$ cat src/verilog/rx_bus_pkg.sv
package rx_bus_pkg;

    localparam int ABUSWIDTH = 16;

    typedef struct packed {
        logic [ABUSWIDTH-1:0] add;
        logic [7:0]           data_in;
        logic                 wr;
        logic                 rd;
    } bus_req_t;

    // register map
    localparam logic [ABUSWIDTH-1:0] ADDR_RESET    = 16'd0;  // soft reset, version on read
    localparam logic [ABUSWIDTH-1:0] ADDR_RX_RESET = 16'd1;  // link reset only
    localparam logic [ABUSWIDTH-1:0] ADDR_CTRL     = 16'd2;
    localparam logic [ABUSWIDTH-1:0] ADDR_SIZE_LO  = 16'd3;
    localparam logic [ABUSWIDTH-1:0] ADDR_SIZE_HI  = 16'd4;
    localparam logic [ABUSWIDTH-1:0] ADDR_DEC_ERR  = 16'd5;
    localparam logic [ABUSWIDTH-1:0] ADDR_LOST_ERR = 16'd6;

    localparam logic [7:0] VERSION = 8'd2;

    // bit 1 set, line inverted by default
    localparam logic [7:0] CTRL_RESET_VAL = 8'h02;

endpackage

$ cat src/verilog/rx_link_pkg.sv
package rx_link_pkg;

    // raw line symbol, bit 9 is the first bit on the wire (abcdei fghj)
    typedef logic [9:0] sym10_t;

    typedef struct packed {
        logic [7:0] data;
        logic       k;      // control character
    } dec_byte_t;

    // byte 2 is the first byte of the record
    typedef logic [2:0][7:0] fe_record_t;

    typedef struct packed {
        logic [7:0] header;     // data identifier
        fe_record_t rec;
    } fifo_word_t;

    // K characters as decoded bytes
    localparam logic [7:0] K28_5 = 8'hBC;  // comma, idle
    localparam logic [7:0] K28_7 = 8'hFC;  // start of frame
    localparam logic [7:0] K28_3 = 8'h7C;  // end of frame

    // seven leading bits of K28.1/5/7, both disparities
    localparam logic [6:0] COMMA_P = 7'b0011111;
    localparam logic [6:0] COMMA_N = ~COMMA_P;

    // in-phase commas needed before the link is ready
    localparam int SYNC_COMMAS = 4;

    localparam int FIFO_DEPTH = 16;
    localparam int FIFO_AW    = 4;

endpackage

$ cat src/verilog/fei4_rx_top.sv
`timescale 1ns/1ps

module fei4_rx_top
    import rx_link_pkg::*;
    import rx_bus_pkg::*;
#(
    parameter logic [7:0] data_id = 8'h00
) (
    input  logic       BUS_CLK,
    input  logic       RST,
    input  logic       rx_data,
    input  logic       fifo_read,
    input  bus_req_t   bus,
    output fifo_word_t fifo_data,
    output logic       fifo_empty,
    output logic       fifo_full,
    output logic       rx_ready,
    output logic       dec_err_flag,
    output logic       lost_err_flag,
    output logic [7:0] bus_data_out
);

    logic        link_rst;
    logic        invert;
    sym10_t      sym;
    logic        sym_valid;
    dec_byte_t   dec_byte;
    logic        byte_valid;
    logic        code_err;
    fe_record_t  rec;
    logic        rec_valid;
    logic [15:0] fifo_size;
    logic [7:0]  lost_cnt;
    logic [7:0]  dec_err_cnt;

    rx_core_regs i_regs (
        .BUS_CLK(BUS_CLK), .RST(RST), .bus(bus), .ready(rx_ready),
        .size(fifo_size), .dec_err_cnt(dec_err_cnt), .lost_cnt(lost_cnt),
        .bus_data_out(bus_data_out), .link_rst(link_rst), .full_rst(), .invert(invert)
    );

    rx_symbol_align i_align (
        .BUS_CLK(BUS_CLK), .RST(RST), .link_rst(link_rst), .rx_data(rx_data),
        .invert(invert), .sym(sym), .sym_valid(sym_valid), .ready(rx_ready)
    );

    rx_8b10b_decode i_decode (
        .BUS_CLK(BUS_CLK), .RST(RST), .sym(sym), .sym_valid(sym_valid),
        .byte_out(dec_byte), .byte_valid(byte_valid), .code_err(code_err)
    );

    rx_frame_assembler i_frame (
        .BUS_CLK(BUS_CLK), .RST(RST), .link_rst(link_rst), .byte_in(dec_byte),
        .byte_valid(byte_valid), .code_err(code_err), .rec(rec), .rec_valid(rec_valid)
    );

    rx_word_fifo i_fifo (
        .BUS_CLK(BUS_CLK), .RST(RST), .link_rst(link_rst), .wr_rec(rec),
        .wr_en(rec_valid), .rd_en(fifo_read), .header(data_id), .data(fifo_data),
        .empty(fifo_empty), .full(fifo_full), .size(fifo_size), .lost_cnt(lost_cnt)
    );

    always_ff @(posedge BUS_CLK) begin
        if (RST || link_rst)
            dec_err_cnt <= 8'd0;
        else if (code_err && dec_err_cnt != 8'hFF)     // stops at 255
            dec_err_cnt <= dec_err_cnt + 8'd1;
    end

    assign dec_err_flag  = (dec_err_cnt != 8'd0);
    assign lost_err_flag = (lost_cnt != 8'd0);

endmodule

$ cat src/verilog/rx_8b10b_decode.sv
`timescale 1ns/1ps

module rx_8b10b_decode
    import rx_link_pkg::*;
(
    input  logic      BUS_CLK,
    input  logic      RST,
    input  sym10_t    sym,
    input  logic      sym_valid,
    output dec_byte_t byte_out,
    output logic      byte_valid,
    output logic      code_err
);

    logic [4:0] dec_5b;
    logic [2:0] dec_3b;
    logic [3:0] fghj;
    logic       ok_6b;
    logic       ok_4b;
    logic       is_k;

    // 110000 is the complemented K28 form, flip fghj so one table serves
    assign fghj = (sym[9:4] == 6'b110000) ? ~sym[3:0] : sym[3:0];

    always_comb begin
        dec_5b = 5'd0;
        ok_6b  = 1'b1;
        is_k   = 1'b0;
        case (sym[9:4])                             // abcdei, RD- and RD+ forms
            6'b100111, 6'b011000: dec_5b = 5'd0;
            6'b011101, 6'b100010: dec_5b = 5'd1;
            6'b101101, 6'b010010: dec_5b = 5'd2;
            6'b110001:            dec_5b = 5'd3;
            6'b110101, 6'b001010: dec_5b = 5'd4;
            6'b101001:            dec_5b = 5'd5;
            6'b011001:            dec_5b = 5'd6;
            6'b111000, 6'b000111: dec_5b = 5'd7;
            6'b111001, 6'b000110: dec_5b = 5'd8;
            6'b100101:            dec_5b = 5'd9;
            6'b010101:            dec_5b = 5'd10;
            6'b110100:            dec_5b = 5'd11;
            6'b001101:            dec_5b = 5'd12;
            6'b101100:            dec_5b = 5'd13;
            6'b011100:            dec_5b = 5'd14;
            6'b010111, 6'b101000: dec_5b = 5'd15;
            6'b011011, 6'b100100: dec_5b = 5'd16;
            6'b100011:            dec_5b = 5'd17;
            6'b010011:            dec_5b = 5'd18;
            6'b110010:            dec_5b = 5'd19;
            6'b001011:            dec_5b = 5'd20;
            6'b101010:            dec_5b = 5'd21;
            6'b011010:            dec_5b = 5'd22;
            6'b111010, 6'b000101: dec_5b = 5'd23;
            6'b110011, 6'b001100: dec_5b = 5'd24;
            6'b100110:            dec_5b = 5'd25;
            6'b010110:            dec_5b = 5'd26;
            6'b110110, 6'b001001: dec_5b = 5'd27;
            6'b001110:            dec_5b = 5'd28;
            6'b101110, 6'b010001: dec_5b = 5'd29;
            6'b011110, 6'b100001: dec_5b = 5'd30;
            6'b101011, 6'b010100: dec_5b = 5'd31;
            6'b001111, 6'b110000: begin             // K28.x
                dec_5b = 5'd28;
                is_k   = 1'b1;
            end
            default:              ok_6b  = 1'b0;
        endcase
    end

    always_comb begin
        dec_3b = 3'd0;
        ok_4b  = 1'b1;
        case (fghj)
            4'b1011, 4'b0100:                   dec_3b = 3'd0;
            4'b1001:                            dec_3b = 3'd1;
            4'b0101:                            dec_3b = 3'd2;
            4'b1100, 4'b0011:                   dec_3b = 3'd3;
            4'b1101, 4'b0010:                   dec_3b = 3'd4;
            4'b1010:                            dec_3b = 3'd5;
            4'b0110:                            dec_3b = 3'd6;
            4'b1110, 4'b0001, 4'b0111, 4'b1000: dec_3b = 3'd7;  // primary and alternate
            default:                            ok_4b  = 1'b0;  // 0000, 1111
        endcase
    end

    always_ff @(posedge BUS_CLK) begin
        if (RST) begin
            byte_valid <= 1'b0;
            code_err   <= 1'b0;
        end else begin
            byte_valid <= sym_valid;
            code_err   <= sym_valid && !(ok_6b && ok_4b);
        end
    end

    // bad symbols still go out, as a zero data byte
    always_ff @(posedge BUS_CLK) begin
        if (sym_valid) begin
            byte_out.data <= (ok_6b && ok_4b) ? {dec_3b, dec_5b} : 8'h00;
            byte_out.k    <= ok_6b && ok_4b && is_k;
        end
    end

endmodule

$ cat src/verilog/rx_core_regs.sv
`timescale 1ns/1ps

module rx_core_regs
    import rx_bus_pkg::*;
(
    input  logic        BUS_CLK,
    input  logic        RST,
    input  bus_req_t    bus,
    input  logic        ready,
    input  logic [15:0] size,
    input  logic [7:0]  dec_err_cnt,
    input  logic [7:0]  lost_cnt,
    output logic [7:0]  bus_data_out,
    output logic        link_rst,
    output logic        full_rst,
    output logic        invert
);

    logic       soft_rst_q;     // write to address 0 seen
    logic       rx_rst_q;       // write to address 0 or 1 seen
    logic [7:0] ctrl;

    always_ff @(posedge BUS_CLK) begin
        if (RST) begin
            soft_rst_q <= 1'b0;
            rx_rst_q   <= 1'b0;
        end else begin
            soft_rst_q <= bus.wr && (bus.add == ADDR_RESET);
            rx_rst_q   <= bus.wr && (bus.add == ADDR_RESET || bus.add == ADDR_RX_RESET);
        end
    end

    // soft reset pulses, also held for the whole bus reset
    assign full_rst = RST || soft_rst_q;
    assign link_rst = RST || rx_rst_q;

    always_ff @(posedge BUS_CLK) begin
        if (full_rst)
            ctrl <= CTRL_RESET_VAL;
        else if (bus.wr && bus.add == ADDR_CTRL)
            ctrl <= bus.data_in;
    end

    assign invert = ctrl[1];

    // registered readback, follows the address only
    always_ff @(posedge BUS_CLK) begin
        case (bus.add)
            ADDR_RESET:    bus_data_out <= VERSION;
            ADDR_CTRL:     bus_data_out <= {ctrl[7:1], ready};  // bit 0 is link status
            ADDR_SIZE_LO:  bus_data_out <= size[7:0];
            ADDR_SIZE_HI:  bus_data_out <= size[15:8];
            ADDR_DEC_ERR:  bus_data_out <= dec_err_cnt;
            ADDR_LOST_ERR: bus_data_out <= lost_cnt;
            default:       bus_data_out <= 8'h00;
        endcase
    end

endmodule

$ cat src/verilog/rx_frame_assembler.sv
`timescale 1ns/1ps

module rx_frame_assembler
    import rx_link_pkg::*;
(
    input  logic       BUS_CLK,
    input  logic       RST,
    input  logic       link_rst,
    input  dec_byte_t  byte_in,
    input  logic       byte_valid,
    input  logic       code_err,
    output fe_record_t rec,
    output logic       rec_valid
);

    typedef enum logic [1:0] {
        S_IDLE,
        S_FRAME,
        S_DROP      // frame broken, wait for EOF or a new SOF
    } state_t;

    state_t     state;
    logic [1:0] idx;

    always_ff @(posedge BUS_CLK) begin
        if (RST || link_rst) begin
            state     <= S_IDLE;
            idx       <= 2'd0;
            rec_valid <= 1'b0;
        end else begin
            rec_valid <= 1'b0;
            if (byte_valid) begin
                if (code_err) begin
                    state <= (state == S_IDLE) ? S_IDLE : S_DROP;
                end else if (byte_in.k) begin
                    idx <= 2'd0;                            // partial record discarded
                    if (byte_in.data == K28_7)
                        state <= S_FRAME;
                    else if (byte_in.data == K28_3)
                        state <= S_IDLE;
                    else if (state == S_FRAME)
                        state <= S_DROP;                    // stray K inside a frame
                end else if (state == S_FRAME) begin
                    if (idx == 2'd2) begin
                        idx       <= 2'd0;
                        rec_valid <= 1'b1;
                    end else begin
                        idx <= idx + 2'd1;
                    end
                end
            end
        end
    end

    // record bytes, first byte in the top byte
    always_ff @(posedge BUS_CLK) begin
        if (byte_valid && !byte_in.k && state == S_FRAME)
            rec[2'd2 - idx] <= byte_in.data;
    end

    a_rec_after_byte: assert property (
        @(posedge BUS_CLK) disable iff (RST) rec_valid |-> $past(byte_valid)
    ) else $error("record pushed without a byte");

endmodule

$ cat src/verilog/rx_symbol_align.sv
`timescale 1ns/1ps

module rx_symbol_align
    import rx_link_pkg::*;
(
    input  logic   BUS_CLK,
    input  logic   RST,
    input  logic   link_rst,
    input  logic   rx_data,
    input  logic   invert,
    output sym10_t sym,
    output logic   sym_valid,
    output logic   ready
);

    localparam int CNT_W = $clog2(SYNC_COMMAS + 1);

    sym10_t             sreg;
    sym10_t             shift_nxt;
    logic [3:0]         phase;      // 0 when sreg holds a whole symbol
    logic [CNT_W-1:0]   comma_cnt;
    logic               comma;
    logic               in_phase;

    // next shift value, oldest bit ends up in bit 9
    assign shift_nxt = {sreg[8:0], rx_data ^ invert};
    assign comma     = (shift_nxt[9:3] == COMMA_P) || (shift_nxt[9:3] == COMMA_N);
    assign in_phase  = (phase == 4'd9);

    always_ff @(posedge BUS_CLK) begin
        if (RST || link_rst) begin
            sreg      <= '0;
            phase     <= '0;
            comma_cnt <= '0;
            ready     <= 1'b0;
            sym_valid <= 1'b0;
        end else begin
            sreg      <= shift_nxt;
            sym_valid <= 1'b0;
            if (comma && !(in_phase && comma_cnt != '0)) begin
                // comma at a new phase, start over from here
                phase     <= '0;
                comma_cnt <= CNT_W'(1);
                ready     <= 1'b0;
            end else begin
                phase <= in_phase ? 4'd0 : phase + 4'd1;
                if (comma && comma_cnt < CNT_W'(SYNC_COMMAS))
                    comma_cnt <= comma_cnt + CNT_W'(1);
                if (comma && comma_cnt == CNT_W'(SYNC_COMMAS - 1))
                    ready <= 1'b1;
                sym_valid <= ready && in_phase;  // the comma raising ready is not sent
            end
        end
    end

    assign sym = sreg;

    // a misaligned comma drops ready in the same edge that would emit
    a_valid_needs_ready: assert property (
        @(posedge BUS_CLK) disable iff (RST) sym_valid |-> ready
    ) else $error("symbol emitted while not aligned");

endmodule

$ cat src/verilog/rx_word_fifo.sv
`timescale 1ns/1ps

module rx_word_fifo
    import rx_link_pkg::*;
(
    input  logic        BUS_CLK,
    input  logic        RST,
    input  logic        link_rst,
    input  fe_record_t  wr_rec,
    input  logic        wr_en,
    input  logic        rd_en,
    input  logic [7:0]  header,
    output fifo_word_t  data,
    output logic        empty,
    output logic        full,
    output logic [15:0] size,
    output logic [7:0]  lost_cnt
);

    fe_record_t         mem [FIFO_DEPTH];
    logic [FIFO_AW-1:0] wr_ptr;
    logic [FIFO_AW-1:0] rd_ptr;
    logic [FIFO_AW:0]   count;
    logic               do_wr;
    logic               do_rd;

    assign empty = (count == '0);
    assign full  = (count == (FIFO_AW+1)'(FIFO_DEPTH));
    assign do_wr = wr_en && !full;
    assign do_rd = rd_en && !empty;

    always_ff @(posedge BUS_CLK) begin
        if (RST || link_rst) begin
            wr_ptr   <= '0;
            rd_ptr   <= '0;
            count    <= '0;
            lost_cnt <= 8'd0;
        end else begin
            if (do_wr)
                wr_ptr <= wr_ptr + 1'b1;
            if (do_rd)
                rd_ptr <= rd_ptr + 1'b1;
            count <= count + (FIFO_AW+1)'(do_wr) - (FIFO_AW+1)'(do_rd);
            if (wr_en && full && lost_cnt != 8'hFF)  // saturates
                lost_cnt <= lost_cnt + 8'd1;
        end
    end

    always_ff @(posedge BUS_CLK) begin
        if (do_wr)
            mem[wr_ptr] <= wr_rec;
    end

    // head word shows without a read request
    assign data = '{header: header, rec: mem[rd_ptr]};
    assign size = 16'(count);

    a_no_read_empty: assert property (
        @(posedge BUS_CLK) disable iff (RST) rd_en |-> !empty
    ) else $error("read from empty FIFO");

    a_size_bound: assert property (
        @(posedge BUS_CLK) disable iff (RST) size <= 16'(FIFO_DEPTH)
    ) else $error("FIFO fill level above depth");

endmodule
$ cat config.mk
export PLATFORM = sky130hd
export DESIGN_NAME = fei4_rx_top
export DESIGN_NICKNAME = d
export VERILOG_FILES = /design/src/verilog/rx_bus_pkg.sv /design/src/verilog/rx_link_pkg.sv /design/src/verilog/fei4_rx_top.sv /design/src/verilog/rx_8b10b_decode.sv /design/src/verilog/rx_core_regs.sv /design/src/verilog/rx_frame_assembler.sv /design/src/verilog/rx_symbol_align.sv /design/src/verilog/rx_word_fifo.sv
export SDC_FILE = /design/constraint.sdc
export NUM_CORES = 1
export LEC_CHECK = 0
export BUFFER_PORTS_ARGS = -buffer_cell sky130_fd_sc_hd__buf_2
export CAP_MARGIN = 20
export CORE_ASPECT_RATIO = 0.75
export CORE_UTILIZATION = 60
export DETAILED_ROUTE_END_ITERATION = 8
export GPL_TIMING_DRIVEN = 0
export HOLD_SLACK_MARGIN = 0.02
export PLACE_DENSITY_LB_ADDON = 0.2
export SETUP_SLACK_MARGIN = 0.2
export SLEW_MARGIN = 25
export SYNTH_ARGS = -nofsm -noshare
export SYNTH_HDL_FRONTEND = slang
export SYNTH_SLANG_ARGS = --single-unit
$ cat constraint.sdc
create_clock -name BUS_CLK -period 6.25 [get_ports BUS_CLK]
set_input_delay 0.625 -clock BUS_CLK [delete_from_list [all_inputs] [get_ports BUS_CLK]]
set_output_delay 0.625 -clock BUS_CLK [all_outputs]
set_load 0.1 [all_outputs]
==> results by group, run 1 <==
Status
  • Status: finished, final reports clean

Power
  • Pwr Total: around 8000 uW
  • P per Cell Area: 349 mW/mm2
  • Peak supply drop: 0.321 mV
  • LEAKAGE: 0.00742 uW

Floorplanning
  • # rows: 57
  • Die Y: between 150 and 200 um
  • Die Wd: between 200 and 250 um
  • Core area: between 0.03 and 0.04 mm2
  • Die area: 0.0338 mm2
  • Starting Density: about three fifths
  • Ports: 75

Synthesis
  • Post-synth cell types: 76
  • Area leader, netlist: edfxtp_1
  • Synth async-reset ratio: 0%
  • Post-synth EDFFs: approximately 420
  • Yosys reg bits: between 400 and 500
  • Synth top area share: 63.1%
  • Post-Syn Area: 0.0199 mm2
  • Synth top cells by count: edfxtp_1, mux4_2, dfxtp_1
  • Synth top area cells: edfxtp_1, mux4_2, dfxtp_1, ha_1, nor2_1
  • Avg Inst Size Synth: 17.8 um2
  • Synth Flop Type: edfxtp_1
  • Post-Synthesis Cells: ~1100
  • Synth warn: 0
  • Count leader, synth: edfxtp_1
  • Seq/Total Area, Yosys: between 70 and 80%

Worst setup path
  • CP Max Fanout: 10
  • Setup crit start kind: flip-flop
  • CP Capture Type: output pin
  • Critical path required time: roughly 5.6 ns
  • CP Class: reg -> out
  • CP Data Arrival Time: 3.31 ns

Global routing
  • Gr usage total: 27.7%
  • Global-route wire length before repair: 67.5 mm
  • Initial antenna violation count: 1
  • Largest net degree at the start of global routing: 17
  • Total gr overflow: 0
  • Vias in the first global route: roughly 11000

Clock tree
  • Post-CTS Resized: 0
  • CTS Buf Count: 46
  • Clock latency on the worst-skew pair: 0.56 ns
  • Hold Buf Count CTS: 0
  • Clock buffer depth: 3
  • Depth of the CTS H-tree: 2
  • CTS root buf: clkbuf_16
  • CTS sink count: 493
  • Clock-pin slew on the worst setup and hold paths: around 0.060 ns
  • CTS tree: built
  • Post-CTS Setup Bufs: 0

Finish
  • Fin area: 0.0229 mm2
  • Layout cells sized above 1: between 20% and 30%
  • Post-layout util: between 70% and 80%
  • Nets: between 1000 and 1500
  • Antenna Cells: 0
  • Layout area overhead: 15.3%
  • FILL cells: about 2000

Route
  • DRC Markers: 0
  • Routed wire per std cell: around 26 um
  • Via-to-Cell Ratio: approximately 6.3
  • Initial DRC count: ~1200
  • Vias: between 10000 and 15000
  • WL final: approximately 45 mm
  • DR pass1 iterations: 5
  • ANT nets after route: 0

Min path
  • Min-Delay Path Class: in -> reg

STA
  • Final worst slack: ~2.3 ns
  • Tmin final: approximately 3.9 ns
  • RSZ-0062 raised after global routing: no
  • Period utilisation layout: between 60% and 70%
  • Worst Clk Skew: 0.0169 ns
  • Setup_tns: 0 ns
  • Hold Fails Final Rpt: 0
  • Worst slew pin tran: 0.956 ns
  • # setup viols final: 0
  • Slew headroom: a little over a third
  • Max Slew Vio Count: 0
  • Fmax achieved: 254 MHz

Placement
  • Cell Area, Placed: around 0.021 mm2
  • Final HPWL DP: roughly 29 mm
  • GP Congestion: between 0.8 and 0.9
  • Dpl ws: between 2 and 3 ns
  • PortBufs: 64

Flow run
  • Number of max-cap violations: 0
## layout by cell type (no fill, tap or decap), types with 9 or more instances in the layout
master / Yosys / routed
inv_1: 28 / 28
nor2_4: 0 / 12
buf_16: 0 / 12
ha_1: 20 / 20
nand2_1: 29 / 29
clkbuf_16: 0 / 48
mux4_2: 120 / 120
nor3_1: 15 / 10
nand3_1: 18 / 18
o21ai_0: 25 / 25
edfxtp_1: 417 / 417
dfxtp_1: 76 / 76
nor2b_1: 11 / 11
buf_4: 8 / 25
nor2_1: 61 / 49
xor2_1: 12 / 12
and2_1: 9 / 9
nand4_1: 11 / 11
a21oi_1: 29 / 29
clkbuf_1: 36 / 47
xnor2_1: 10 / 10
buf_2: 18 / 86
## final cells by class
cell class	instances	area, um2	share of cell area, %
buffer	76	400	1.75
clock buffer	63	1300	5.67
clock inverter	23	216	0.946
inverter	29	109	0.475
multi-input combinational	524	5460	23.8
sequential	493	14000	61.3
tap	442	553	2.42
timing repair buffer	98	816	3.56
## per-layer routing
metal	global-route usage (%)	routed length (um)
met5	0	0
met4	7.11	991
met3	5.15	4280
met2	42.7	21300
met1	41.4	18800
## power breakdown
part	switching (uW)	internal, uW
Sequential	27.6	3540
Clock	1190	1590
Combinational	1030	628
## sequential cells by signal (all words and copies together), names as in the netlist, named ones only
register / count
i_decode.byte_valid: 1
i_frame.state: 2
i_regs.ctrl: 7
dec_err_cnt: 8
i_fifo.rd_ptr: 4
i_regs.rx_rst_q: 1
i_align.sym_valid: 1
i_align.sym: 10
i_fifo.wr_ptr: 4
i_fifo.count: 5
i_regs.soft_rst_q: 1
i_align.comma_cnt: 3
i_fifo.lost_cnt: 8
i_frame.rec: 24
i_frame.idx: 2
i_regs.bus_data_out: 8
i_decode.code_err: 1
i_align.ready: 1
i_frame.rec_valid: 1
i_decode.byte_out: 9
i_align.phase: 4
i_fifo.mem: 384
## through the flow
step	hold WS, ns	instances
after detailed placement	0.464	1661
after floorplan	0.433	1122
after global routing	0.276	1748
final	0.284	1748
after CTS	0.268	1747
after global placement	0.450	1628
## cell families (layout without fill, tap and decap cells)
family          count (synthesis)  after routing  synth area share (%)
mux                           135            135                  14.4
simple gates                  210            210                  5.60
xor+xnor                       22             22                 0.970
buf+inv                       105            289                  2.56
fa+ha+maj                      21             21                  1.36
compound gates                128            128                  4.34
flops                         493            493                  70.7
other cells                     1              8                0.0189
## critical path: stages, from the launching register on
cell and delay (ns):
dfxtp_1 0.33, clkbuf_1 0.19, clkbuf_1 0.52, buf_2 0.45, mux4_2 0.38, mux4_2 0.53
buf_2 0.32
## path summary, 6_finish.rpt
path                                          to        startpoint  slack, ns  cells past startpoint
worst max-delay path                fifo_data[1]         flip-flop       2.32                      6
worst max register to register   i_fifo.count[4]   i_fifo.count[2]       3.20                     14
worst min-delay path              i_regs.ctrl[1]            bus[3]       0.28                      3
worst min register to register  i_align.phase[0]  i_align.phase[0]       0.47                      1
Note: power is estimated with default switching activity, not from simulation.
==> run 2, diff against run 1 <==
Settings changed: CORE_UTILIZATION 60 to 56.
Clock period 6.25 ns to 3.3 ns, I/O delays scaled along.
==> results by group, run 2 (synthesized netlist as in run 1, its figures left out) <==
Power
  • P per Cell Area: 665 mW/mm2 (+90%)
  • Peak supply drop: 0.476 mV (+48%)
  • LEAKAGE: 0.00742 uW (about the same)

Clock tree
  • Clock-pin slew on the worst setup and hold paths: 0.06 ns (about the same)
  • CTS sink count: 493 (unchanged)
  • CTS root buf: clkbuf_16
  • Depth of the CTS H-tree: 2 (unchanged)
  • CTS Buf Count: 46 (unchanged)
  • Clock buffer depth: 3 (unchanged)
  • CTS tree: built
  • Post-CTS Setup Bufs: 0 (unchanged)
  • Clock latency on the worst-skew pair: 0.56 ns (about the same)

STA
  • Hold Fails Final Rpt: 0 (unchanged)
  • Worst Clk Skew: 0.0146 ns (-0.00225 ns)
  • Max Slew Vio Count: 0 (unchanged)
  • Setup_tns: 0 ns (unchanged)
  • Worst slew pin tran: 0.927 ns (-0.0290 ns)
  • Final worst slack: 0.211 ns (-2.11 ns)
  • Tmin final: between 3 and 4 ns
  • Final worst hold slack: 0.0461 ns (-0.238 ns)
  • Fmax achieved: about 320 MHz
  • Period utilisation layout: 93.6%
  • Slew headroom: 37.9% (+1.6 points)
  • RSZ-0062 raised after global routing: yes
  • # setup viols final: 0 (unchanged)

Finish
  • Nets: 1319 (unchanged)
  • Commonest non-fill, non-tap cell in the layout: edfxtp_1
  • Fin area: 0.0230 mm2 (+0.52%)
  • Layout area overhead: 15.9%
  • Max reg flops: 384 (unchanged)
  • Layout cells sized above 1: 27.6% (+0.43 points)
  • Commonest cells after routing, fill and taps aside: edfxtp_1, mux4_2, dfxtp_1, buf_2, nor2_1
  • Largest Register: i_fifo.mem
  • Post-layout util: 66.2% (-4.4 points)
  • Antenna Cells: 0 (unchanged)

Global routing
  • Initial antenna violation count: 0 (-1)
  • Total gr overflow: 0 (unchanged)
  • Largest net degree at the start of global routing: 18 (+1)
  • Vias in the first global route: 10600 (-1.8%)
  • Global-route wire length before repair: 66.5 mm (-1.5%)
  • Gr usage total: 25.5% (-2.3 points)

Flow run
  • Number of max-cap violations: 0 (unchanged)

Worst setup path
  • CP Class: reg -> out
  • CP Data Arrival Time: 2.76 ns (-0.55 ns)
  • CP Max Fanout: 10 (unchanged)
  • Critical path required time: 2.97 ns (-2.65 ns)
  • CP Capture Type: output pin
  • Setup crit start kind: flip-flop

Placement
  • GP Congestion: 0.888 (+1.3%)
  • Dpl ws: 0.206 ns (-2.68 ns)
  • Cell Area, Placed: 0.0213 mm2 (-0.13%)
  • PortBufs: 64 (unchanged)
  • Final HPWL DP: 28.7 mm (-1.8%)

Floorplanning
  • Ports: 75 (unchanged)
  • Starting Density: 57.1% (-4.1 points)
  • Die area: 0.0362 mm2 (+7.1%)
  • Die Y: 165 um (+3.5%)
  • Die Wd: 219 um (+3.5%)
  • Core area: 0.0348 mm2 (+7.1%)
  • # rows: 59 (+3.5%)

Route
  • Routed wire per std cell: 25.5 um (-1.6%)
  • DRC Markers: 0 (unchanged)
  • WL final: 44.8 mm (-1.1%)
  • Initial DRC count: 964 (-20%)
  • DR pass1 iterations: 5 (unchanged)
  • ANT nets after route: 0 (unchanged)
  • Vias: 10800 (-2.3%)
  • Via-to-Cell Ratio: 6.16 (-2.8%)

Min path
  • Min-Delay Path Class: in -> reg

Status
  • Status: finished, final reports clean
==> run 2: changes by cell type in the layout (fill, tap and decap cells not counted), moves of 6 or more <==
cell           change
buf_2             -32
buf_4             +15
clkbuf_1          -12
buf_12             +9
buf_16             -8
clkbuf_2           +8
dlygate4sd3_1      +8
clkinv_1           -6
==> run 2: final timing paths <==
path | start | end | slack, ns | depth (start not counted)
max reg2reg | i_fifo.count[2] | i_fifo.mem[0][1] | 0.40 | 9
min reg2reg | i_align.phase[0] | i_align.phase[0] | 0.47 | 1
max | flip-flop | fifo_data[16] | 0.21 | 4
min | bus[9] | i_regs.ctrl[7] | 0.05 | 3
==> run 2: per-layer routing <==
metal / vias to the layer above / wire length [um] / GRT usage, %
li1: 4767 / - / -
met5: - / 0 / 0
met3: 55 / 3360 / 4.76
met1: 5590 / 20100 / 38.5
met2: 417 / 20500 / 38.6
met4: 0 / 841 / 6.31
==> run 2: layout make-up <==
type | instances | area [um2]
Buffer | 76 | 458
Sequential cell | 493 | 14000
Tap cell | 457 | 572
Timing Repair Buffer | 98 | 876
Multi-Input combinational cell | 524 | 5480
Inverter | 29 | 109
Fill cell | 2306 | 11800
Clock buffer | 57 | 1230
Clock inverter | 23 | 246
==> run 2: through the flow <==
step	power (uW)	std cells
finish	15300	1757
global route	15800	1757
CTS	15400	1757
detailed placement	10000	1669
global placement	10000	1643
floorplan	9440	1122
==> run 2: worst max-delay path: stages (launching register included) <==
cell	delay [ns]
dfxtp_1	0.31
buf_1	0.39
buf_1	0.72
mux4_2	0.35
buf_2	0.42
==> run 2: power breakdown <==
group	internal (uW)	total (uW)	switching (uW)
combinational	1290	3270	1970
sequential	6700	6760	54.7
clock	3030	5270	2240
total	11000	15300	4270
==> run 2: repair_timing <==
item,4_1_cts,5_1_grt
hold buffers,8,0
resized for setup,40,10
endpoints found under the setup margin,24,25
pin swaps,0,0
endpoints found under the hold margin,8,0
